`src/common/cpuBusPkg.sv`:
```
// bus-side types for arbitration and cycle termination, referenced by scoped name
package cpuBusPkg;

    // flops on every asynchronous input before it reaches logic
    localparam int SYNC_STAGES = 2;

    // bus ownership states
    typedef enum logic [1:0] {
        IDLE    = 2'd0,    // no bus wanted
        REQUEST = 2'd1,    // breq out, waiting for grant and idle bus
        OWNED   = 2'd2,    // bgack driven, cycles may run
        RELEASE = 2'd3     // dead cycle so breq cannot follow bgack
    } arbState_e;

    // port size reported by the slave's termination
    typedef enum logic {
        PORT32 = 1'b0,     // both dsacks or sterm
        PORT16 = 1'b1      // dsack1 alone
    } portWidth_e;

endpackage

```
`src/common/dmaXferPkg.sv`:
```
// transfer-side types for the long-word sequencer and fifo direction, referenced by scoped name
package dmaXferPkg;

    // bus cycles needed for one long word on a 16-bit port
    localparam int MAX_HALVES = 2;

    // one pass through ADDR..ADVANCE moves one long word
    typedef enum logic [2:0] {
        IDLE     = 3'd0,   // waiting for ownership
        ADDR     = 3'd1,   // pas up, pds next
        DATA_HI  = 3'd2,   // first cycle of the word
        DATA_LO  = 3'd3,   // second cycle, narrow port only
        WAIT_END = 3'd4,   // terminations and fifo flags settle
        ADVANCE  = 3'd5,   // next word or stop
        DONE     = 3'd6    // wait for bgack to drop
    } seqState_e;

    // direction as seen from the fifo
    typedef enum logic {
        TO_FIFO   = 1'b0,  // bus read into fifo
        FROM_FIFO = 1'b1   // fifo written out to bus
    } xferDir_e;

endpackage

```
`src/cpuSm/cpuSm.sv`:
```
// top of the cpu-side bus master sequencer, syncs the dma controls and wires the three blocks
`timescale 1ns/1ps

module cpuSm (
    input  logic CLK135,
    input  logic CCRESET_,
    input  logic dmaEna,
    input  logic dreqN,
    input  logic dmaDir,
    input  logic flushFifo,
    input  logic fifoEmpty,
    input  logic fifoFull,
    input  logic bgrantN,
    input  logic bgackInN,
    input  logic asN,
    input  logic dsack0N,
    input  logic dsack1N,
    input  logic stermN,
    output logic breq,
    output logic bgack,
    output logic pas,
    output logic pds,
    output logic size1,
    output logic a1,
    output logic f2cpuH,
    output logic f2cpuL,
    output logic plhw,
    output logic pllw,
    output logic incFifo,
    output logic decFifo,
    output logic incNi,
    output logic incNo,
    output logic stopFlush
);

    // {dmaEna, dreqN, dmaDir, flushFifo, fifoEmpty, fifoFull}
    logic [5:0] ctlSync [cpuBusPkg::SYNC_STAGES];
    logic sDmaEna, sDreqN, sDmaDir, sFlushFifo, sFifoEmpty, sFifoFull;

    logic owned;
    logic wantBus;
    logic xferEnd;
    logic cycDone;
    cpuBusPkg::portWidth_e width;

    always_ff @(posedge CLK135 or negedge CCRESET_) begin
        if (!CCRESET_) begin
            for (int i = 0; i < cpuBusPkg::SYNC_STAGES; i++) begin
                ctlSync[i] <= 6'b010000;    // dreqN idles high
            end
        end else begin
            ctlSync[0] <= {dmaEna, dreqN, dmaDir, flushFifo, fifoEmpty, fifoFull};
            for (int i = 1; i < cpuBusPkg::SYNC_STAGES; i++) begin
                ctlSync[i] <= ctlSync[i-1];
            end
        end
    end

    assign {sDmaEna, sDreqN, sDmaDir, sFlushFifo, sFifoEmpty, sFifoFull} =
        ctlSync[cpuBusPkg::SYNC_STAGES-1];

    busArbiter uArbiter (
        .CLK135   (CLK135),
        .CCRESET_ (CCRESET_),
        .wantBus  (wantBus),
        .bgrantN  (bgrantN),
        .bgackInN (bgackInN),
        .asN      (asN),
        .xferEnd  (xferEnd),
        .breq     (breq),
        .bgack    (bgack),
        .owned    (owned)
    );

    cycleTerminator uTerm (
        .CLK135   (CLK135),
        .CCRESET_ (CCRESET_),
        .pas      (pas),
        .dsack0N  (dsack0N),
        .dsack1N  (dsack1N),
        .stermN   (stermN),
        .cycDone  (cycDone),
        .width    (width)
    );

    cpuSmSequencer uSeq (
        .CLK135    (CLK135),
        .CCRESET_  (CCRESET_),
        .dmaEna    (sDmaEna),
        .dreqN     (sDreqN),
        .dmaDir    (sDmaDir),
        .flushFifo (sFlushFifo),
        .fifoEmpty (sFifoEmpty),
        .fifoFull  (sFifoFull),
        .owned     (owned),
        .cycDone   (cycDone),
        .width     (width),
        .wantBus   (wantBus),
        .xferEnd   (xferEnd),
        .pas       (pas),
        .pds       (pds),
        .size1     (size1),
        .a1        (a1),
        .f2cpuH    (f2cpuH),
        .f2cpuL    (f2cpuL),
        .plhw      (plhw),
        .pllw      (pllw),
        .incFifo   (incFifo),
        .decFifo   (decFifo),
        .incNi     (incNi),
        .incNo     (incNo),
        .stopFlush (stopFlush)
    );

endmodule

```
`src/cpuSm/cpuSmSequencer.sv`:
```
// per-long-word bus cycle sequencer that drives the bus strobes and fifo bookkeeping pulses
`timescale 1ns/1ps

module cpuSmSequencer (
    input  logic                  CLK135,
    input  logic                  CCRESET_,
    input  logic                  dmaEna,
    input  logic                  dreqN,
    input  logic                  dmaDir,
    input  logic                  flushFifo,
    input  logic                  fifoEmpty,
    input  logic                  fifoFull,
    input  logic                  owned,
    input  logic                  cycDone,
    input  cpuBusPkg::portWidth_e width,
    output logic                  wantBus,
    output logic                  xferEnd,
    output logic                  pas,
    output logic                  pds,
    output logic                  size1,
    output logic                  a1,
    output logic                  f2cpuH,
    output logic                  f2cpuL,
    output logic                  plhw,
    output logic                  pllw,
    output logic                  incFifo,
    output logic                  decFifo,
    output logic                  incNi,
    output logic                  incNo,
    output logic                  stopFlush
);

    dmaXferPkg::seqState_e state;
    dmaXferPkg::xferDir_e  dir;
    logic       isWrite;
    logic       limit;
    logic       flushWrite;
    logic       reqOk;
    logic       decide;        // IDLE or ADVANCE, word boundary
    logic       lastCycle;
    logic       narrow;        // slave answered PORT16 on this word
    logic [1:0] halfCnt;       // cycles done in this word
    logic [1:0] settleCnt;
    logic       startLo;
    logic       startCycle;

    assign dir        = dmaXferPkg::xferDir_e'(dmaDir);
    assign isWrite    = (dir == dmaXferPkg::FROM_FIFO);
    assign limit      = isWrite ? fifoEmpty : fifoFull;    // nothing left / no room
    assign flushWrite = flushFifo & isWrite;
    assign reqOk      = dmaEna & (~dreqN | flushWrite) & ~limit;

    assign decide    = (state == dmaXferPkg::IDLE) || (state == dmaXferPkg::ADVANCE);
    assign lastCycle = (state == dmaXferPkg::DATA_LO) || (width == cpuBusPkg::PORT32);
    assign startLo   = (state == dmaXferPkg::WAIT_END) && (settleCnt == 2'd0) && narrow &&
                       (halfCnt != 2'(dmaXferPkg::MAX_HALVES));
    assign startCycle = (decide && owned && reqOk) || startLo;

    // hold the request for the whole transfer, drop it once the end is signalled
    assign wantBus = (state == dmaXferPkg::IDLE) ? reqOk : (state != dmaXferPkg::DONE);

    always_ff @(posedge CLK135 or negedge CCRESET_) begin
        if (!CCRESET_) begin
            state     <= dmaXferPkg::IDLE;
            halfCnt   <= 2'd0;
            settleCnt <= 2'd0;
            narrow    <= 1'b0;
            xferEnd   <= 1'b0;
            pas       <= 1'b0;
            pds       <= 1'b0;
            size1     <= 1'b0;
            a1        <= 1'b0;
            f2cpuH    <= 1'b0;
            f2cpuL    <= 1'b0;
            plhw      <= 1'b0;
            pllw      <= 1'b0;
            incFifo   <= 1'b0;
            decFifo   <= 1'b0;
            incNi     <= 1'b0;
            incNo     <= 1'b0;
            stopFlush <= 1'b0;
        end else begin
            // single-cycle strobes
            xferEnd   <= 1'b0;
            plhw      <= 1'b0;
            pllw      <= 1'b0;
            incFifo   <= 1'b0;
            decFifo   <= 1'b0;
            incNi     <= 1'b0;
            incNo     <= 1'b0;
            stopFlush <= 1'b0;

            case (state)
                dmaXferPkg::IDLE, dmaXferPkg::ADVANCE: begin
                    if (!owned) begin
                        state <= dmaXferPkg::IDLE;
                    end else if (reqOk) begin
                        halfCnt <= 2'd0;    // fresh long word
                        state   <= dmaXferPkg::ADDR;
                    end else begin
                        xferEnd   <= 1'b1;
                        stopFlush <= flushWrite & fifoEmpty;    // flush drained
                        state     <= dmaXferPkg::DONE;
                    end
                end
                dmaXferPkg::ADDR: begin
                    pds   <= 1'b1;
                    state <= a1 ? dmaXferPkg::DATA_LO : dmaXferPkg::DATA_HI;
                end
                dmaXferPkg::DATA_HI, dmaXferPkg::DATA_LO: begin
                    if (cycDone) begin
                        pas     <= 1'b0;
                        pds     <= 1'b0;
                        f2cpuH  <= 1'b0;
                        f2cpuL  <= 1'b0;
                        halfCnt <= halfCnt + 2'd1;
                        if (state == dmaXferPkg::DATA_HI) begin
                            narrow <= (width == cpuBusPkg::PORT16);
                        end
                        if (!isWrite) begin
                            plhw <= (state == dmaXferPkg::DATA_HI);
                            pllw <= lastCycle;
                        end
                        // one bookkeeping pulse per long word
                        if (lastCycle) begin
                            incFifo <= ~isWrite;
                            incNi   <= ~isWrite;
                            decFifo <= isWrite;
                            incNo   <= isWrite;
                        end
                        settleCnt <= 2'(cpuBusPkg::SYNC_STAGES + 1);
                        state     <= dmaXferPkg::WAIT_END;
                    end
                end
                dmaXferPkg::WAIT_END: begin
                    if (settleCnt != 2'd0) begin
                        settleCnt <= settleCnt - 2'd1;    // let fifo flags come through sync
                    end else if (startLo) begin
                        state <= dmaXferPkg::ADDR;
                    end else begin
                        state <= dmaXferPkg::ADVANCE;
                    end
                end
                dmaXferPkg::DONE: begin
                    if (!owned) begin
                        state <= dmaXferPkg::IDLE;
                    end
                end
                default: begin
                    state <= dmaXferPkg::IDLE;
                end
            endcase

            // address phase of a new bus cycle
            if (startCycle) begin
                pas    <= 1'b1;
                a1     <= startLo;
                size1  <= startLo;    // word size on the second half
                f2cpuH <= isWrite & ~startLo;
                f2cpuL <= isWrite;
            end
        end
    end

endmodule

```
`src/busArbiter.sv`:
```
// bus request, grant and acknowledge state machine, instantiated by the cpu sequencer top
`timescale 1ns/1ps

module busArbiter (
    input  logic CLK135,
    input  logic CCRESET_,
    input  logic wantBus,
    input  logic bgrantN,
    input  logic bgackInN,
    input  logic asN,
    input  logic xferEnd,
    output logic breq,
    output logic bgack,
    output logic owned
);

    cpuBusPkg::arbState_e state;
    cpuBusPkg::arbState_e nextState;
    logic busIdle;

    assign busIdle = asN & bgackInN;    // no strobe and no other master

    always_comb begin
        nextState = state;
        case (state)
            cpuBusPkg::IDLE: begin
                if (wantBus) begin
                    nextState = cpuBusPkg::REQUEST;
                end
            end
            cpuBusPkg::REQUEST: begin
                if (!bgrantN && busIdle) begin
                    nextState = cpuBusPkg::OWNED;    // grant wins over a late withdraw
                end else if (!wantBus) begin
                    nextState = cpuBusPkg::IDLE;
                end
            end
            cpuBusPkg::OWNED: begin
                if (xferEnd) begin
                    nextState = cpuBusPkg::RELEASE;
                end
            end
            cpuBusPkg::RELEASE: begin
                nextState = cpuBusPkg::IDLE;
            end
            default: begin
                nextState = cpuBusPkg::IDLE;
            end
        endcase
    end

    always_ff @(posedge CLK135 or negedge CCRESET_) begin
        if (!CCRESET_) begin
            state <= cpuBusPkg::IDLE;
        end else begin
            state <= nextState;
        end
    end

    // outputs decode straight from the state register
    assign breq  = (state == cpuBusPkg::REQUEST);
    assign bgack = (state == cpuBusPkg::OWNED);
    assign owned = (state == cpuBusPkg::OWNED);    // sequencer's view of ownership

endmodule

```
`src/cycleTerminator.sv`:
```
// synchronizes DSACK0/DSACK1/STERM and turns them into one cycle-done pulse with the port width
`timescale 1ns/1ps

module cycleTerminator (
    input  logic                  CLK135,
    input  logic                  CCRESET_,
    input  logic                  pas,
    input  logic                  dsack0N,
    input  logic                  dsack1N,
    input  logic                  stermN,
    output logic                  cycDone,
    output cpuBusPkg::portWidth_e width
);

    logic [2:0] termSync [cpuBusPkg::SYNC_STAGES];    // {stermN, dsack1N, dsack0N}
    logic [2:0] termNow;
    logic       anyTerm;
    logic       allNegated;
    logic       armed;

    assign termNow    = termSync[cpuBusPkg::SYNC_STAGES-1];
    assign anyTerm    = ~&termNow;    // any terminator low
    assign allNegated = &termNow;

    always_ff @(posedge CLK135 or negedge CCRESET_) begin
        if (!CCRESET_) begin
            for (int i = 0; i < cpuBusPkg::SYNC_STAGES; i++) begin
                termSync[i] <= 3'b111;
            end
            armed <= 1'b0;
        end else begin
            termSync[0] <= {stermN, dsack1N, dsack0N};
            for (int i = 1; i < cpuBusPkg::SYNC_STAGES; i++) begin
                termSync[i] <= termSync[i-1];
            end
            // disarm on the pulse, re-arm only once the slave lets go
            if (cycDone) begin
                armed <= 1'b0;
            end else if (allNegated) begin
                armed <= 1'b1;
            end
        end
    end

    assign cycDone = armed & pas & anyTerm;

    // dsack1 alone means a 16-bit port, everything else is full width
    assign width = (termNow == 3'b101) ? cpuBusPkg::PORT16 : cpuBusPkg::PORT32;

endmodule
```
`config.mk`:
```
export PLATFORM = sky130hd
export DESIGN_NAME = cpuSm
export DESIGN_NICKNAME = d
export VERILOG_FILES = /design/src/common/cpuBusPkg.sv /design/src/common/dmaXferPkg.sv /design/src/cpuSm/cpuSm.sv /design/src/cpuSm/cpuSmSequencer.sv /design/src/busArbiter.sv /design/src/cycleTerminator.sv
export SDC_FILE = /design/constraint.sdc
export NUM_CORES = 1
export LEC_CHECK = 0
export ABC_AREA = 1
export ABC_CLOCK_PERIOD_IN_PS = 3100
export BUFFER_PORTS_ARGS = -buffer_cell sky130_fd_sc_hd__buf_4
export CAP_MARGIN = 30
export CORE_AREA = 5 5 58 111
export CTS_BUF_LIST = sky130_fd_sc_hd__clkbuf_16
export DETAILED_ROUTE_END_ITERATION = 6
export DIE_AREA = 0 0 63 116
export PLACE_DENSITY = 0.44
export SETUP_SLACK_MARGIN = 0.1
export SLEW_MARGIN = 20
export SYNTH_ARGS = -nofsm -noshare
export SYNTH_HDL_FRONTEND = slang
export SYNTH_HIERARCHICAL = 1
export SYNTH_SLANG_ARGS = --single-unit
```
`constraint.sdc`:
```
create_clock -name CLK135 -period 3.1 [get_ports CLK135]
set_clock_uncertainty 0.05 [all_clocks]
set_input_delay 0.155 -clock CLK135 [delete_from_list [all_inputs] [get_ports CLK135]]
set_output_delay 0.155 -clock CLK135 [all_outputs]
set_load 0.02 [all_outputs]
```
==> metrics.md <==
| Metric | Value |
|---|---|
| Post-synthesis sequential area ratio | `62.0%` |
| Power density over cell area | `825 mW/mm^2` |
| P&R area growth vs syn | `32.5%` |
| Number of antenna violations at the first check in global routing | `0` |
| WHS Path Cells | `4` |
| Die width | `63 um` |
| Worst reg-to-reg path cell count | `9` |
| DP Wirelength | `2330 um` |
| Root cell of the clock tree | `clkbuf_16` |
| Vias in the first global route | `1235` |
| Clock Sink Count | `39` |
| I/O Buffers | `28` |
| Capturing element type of the critical path | `register` |
| Top area cells in the synthesized netlist | `dfrtp_1 (49%), dfstp_2 (13%), nand2_1 (9.7%)` |
| Maximum operating frequency | `652 MHz` |
| Post-place instance area | `0.00184 mm^2` |
| Unrepaired setup endpoints after global routing | `no` |
| Buffer depth of the longest clock path | `2` |
| Slew HR | `67.6%` |
| Number of endpoints with negative hold slack in the final report | `0` |
| Most area-hungry cell type in the Yosys netlist | `dfrtp_1` |
| Number of ports placed on the die boundary | `29` |
| Type of element launching the critical path | `register` |
| Mapped Avg Cell Area | `9.58 um^2` |
| Largest net degree at the start of global routing | `40` |
| Setup-violating endpoint count in the final report | `0` |
| Measured slew at the worst slew-check pin | `0.486 ns` |
| Worst Hold Class | `in2reg` |
| Top cell type's share of synthesized area | `48.8%` |
| Overall routing resource usage | `9.78%` |
| Combined area of all synthesized cells | `0.00159 mm^2` |
| Routed wirelength normalized by instance count | `12.0 um` |
| Final nets | `222` |
| Clock slew at the register clock pins of the worst setup and hold paths | `0.06 ns` |
| TritonCTS buffer count | `5` |
| Global route overflow | `0` |
| Wire length of the first global-routing pass | `5600 um` |
| Crit path DAT | `1.67 ns` |
| Reg-to-reg critical path endpoint | `uSeq/plhw` |
| Post-CTS setup buffer count | `0` |
| Vias after detailed routing | `1149` |
| Status | `finished, final reports clean` |
| Category of the most critical setup path | `reg2reg` |
| Worst R2R Start | `uSeq/pas` |
| Distinct cells, synth | `23` |
| Max-capacitance violation count | `0` |
| Diodes inserted | `0` |
| Flops & latches, synth | `39` |
| Gate Count Post-Synth | `166` |
| Leakage Power | `1.10 nW` |
| Drt pass-1 iters | `4` |
| Final period utilization | `49.5%` |
| First-iteration detailed-routing DRC count | `22` |
| Fin Setup TNS | `0 ns` |
| Number of inserted filler cells in the final layout | `531` |
| Minimum setup slack among reg-to-reg paths | `1.57 ns` |
| Required time worst endpoint | `3.23 ns` |
| Cell row count | `38` |
| Layout cells sized above 1 | `29.0%` |
| CTS tree | `done` |
| Leading cell types in the layout, fill and taps excluded | `nand2_1 (41), dfrtp_1 (31), buf_4 (28), inv_1 (25), nor2_1 (11)` |
| Initial Utilization | `29.1%` |
| Maximum vdd ir drop | `0.000473 V` |
| Final Max Tran Viols | `0` |
| Highest net fanout along the worst path | `5` |
| Core Area | `0.00547 mm^2` |
| Clock latency reported for the late side of the worst-skew pair | `0.27 ns` |
| Detailed Route WL | `3190 um` |
| Vertical extent of the die | `116 um` |
| Yosys warning count | `6` |
| Setup slack after placement | `1.54 ns` |
| Post-route worst setup slack | `1.57 ns` |
| Placer's final routability congestion estimate | `0.792` |
| Shortest clock period the worst path allows after layout | `1.53 ns` |
| Syn nets | `182` |
| Via-per-instance ratio | `4.30` |
| Total non-filler cell area in the finished layout | `0.00211 mm^2` |
| Number of levels in the clock H-tree | `2` |
| Die area | `0.00731 mm^2` |
| Source of the worst hold timing path | `bgrantN` |
| Leading cell type in the layout, fill and taps excluded | `nand2_1` |
| Final ANT Viol Nets | `0` |
| Count of unresolved DRC violations after routing | `0` |
[per-stage QoR]
stage          std cells  util, %  power [mW]  hold slack (ns)
5_1_grt              267     38.5        1.87            0.109
2_1_floorplan        166        -        1.01           -0.191
3_3_place_gp         249     33.6        1.16           0.0987
4_1_cts              267     38.5        1.76            0.101
3_5_place_dp         249     33.6        1.16            0.108
6_report             267     38.5        1.74            0.102
[sequential cells by signal (all words and copies together) (netlist names), named ones only]
name            count
ctlSync            12
uSeq/state          3
uTerm/termNow       3
uTerm/termSync      3
uSeq/halfCnt        2
uSeq/settleCnt      2
uArbiter/state      1
uSeq/a1             1
uSeq/f2cpuH         1
uSeq/f2cpuL         1
uSeq/incNi          1
uSeq/incNo          1
uSeq/narrow         1
uSeq/pas            1
uSeq/pds            1
uSeq/plhw           1
uSeq/stopFlush      1
uSeq/xferEnd        1
uTerm/armed         1
[worst max-delay path, cell delays in order (launching register included)]
cell	delay (ns)
dfrtp_1	0.40
nand2_1	0.06
inv_1	0.05
nand2_1	0.04
inv_1	0.11
inv_1	0.06
nor2_2	0.15
inv_2	0.07
or2_1	0.26
nor2_1	0.18
[how the worst max path moves through the flow]
stage | from | endpoint | slack (ns) | cells after the start
after floorplan | uSeq/pas | uSeq/narrow | 1.66 | 10
after global placement | uSeq/pas | uSeq/plhw | 1.54 | 9
after detailed placement | uSeq/pas | uSeq/plhw | 1.54 | 9
after CTS | uSeq/pas | uSeq/plhw | 1.52 | 9
after global routing | uSeq/pas | uSeq/plhw | 1.43 | 9
final | uSeq/pas | uSeq/plhw | 1.57 | 9
[layout make-up]
type                       instances  area (um^2)  share of cell area (%)
timing repair buffer              38          310                    14.7
clock buffer                       5          125                    5.94
tap                               60         75.1                    3.56
clock inverter                     3         43.8                    2.08
sequential                        39          986                    46.8
multi-input combinational         93          458                    21.7
inverter                          29          109                    5.17
[per-layer routing]
layer,share of wire (%),global-route usage (%)
met1,37,9.96
met2,56,17.7
met3,4.8,2.91
met4,1.6,5.10
met5,0,0
[cell usage after synthesis (all sizes together)]
cell    number
inv         29
nor3         2
nand2       45
buf          5
ha           2
nand4        3
dfstp        8
nor2        15
or2          1
nand3        9
a31oi        1
nand3b       1
o21ai        8
a21oi        4
nor3b        1
dfrtp       31
a22oi        1
[where the power goes]
group	switching (mW)	total (mW)	leakage (nW)	internal [mW]
Combinational	0.307	0.496	0.548	0.189
Clock	0.197	0.576	0.0838	0.379
Sequential	0.0623	0.667	0.473	0.604
Total	0.566	1.74	1.10	1.17
[cell families (layout without fill, tap and decap cells)]
group | count (synthesis) | after routing | share of synthesized area [%]
and+or+nand+nor | 77 | 77 | 22.3
buffers and inverters | 34 | 75 | 9.21
adders and majority gates | 2 | 2 | 1.57
AOI/OAI and AO/OA | 14 | 14 | 4.88
DFF | 39 | 39 | 62.0
[repair_timing]
item / CTS / global route
hold buffers: 10 / 0
gates resized for setup: 0 / 0
hold endpoints to repair: 40 / 0
No activity file was read; power rests on OpenSTA's default activity.
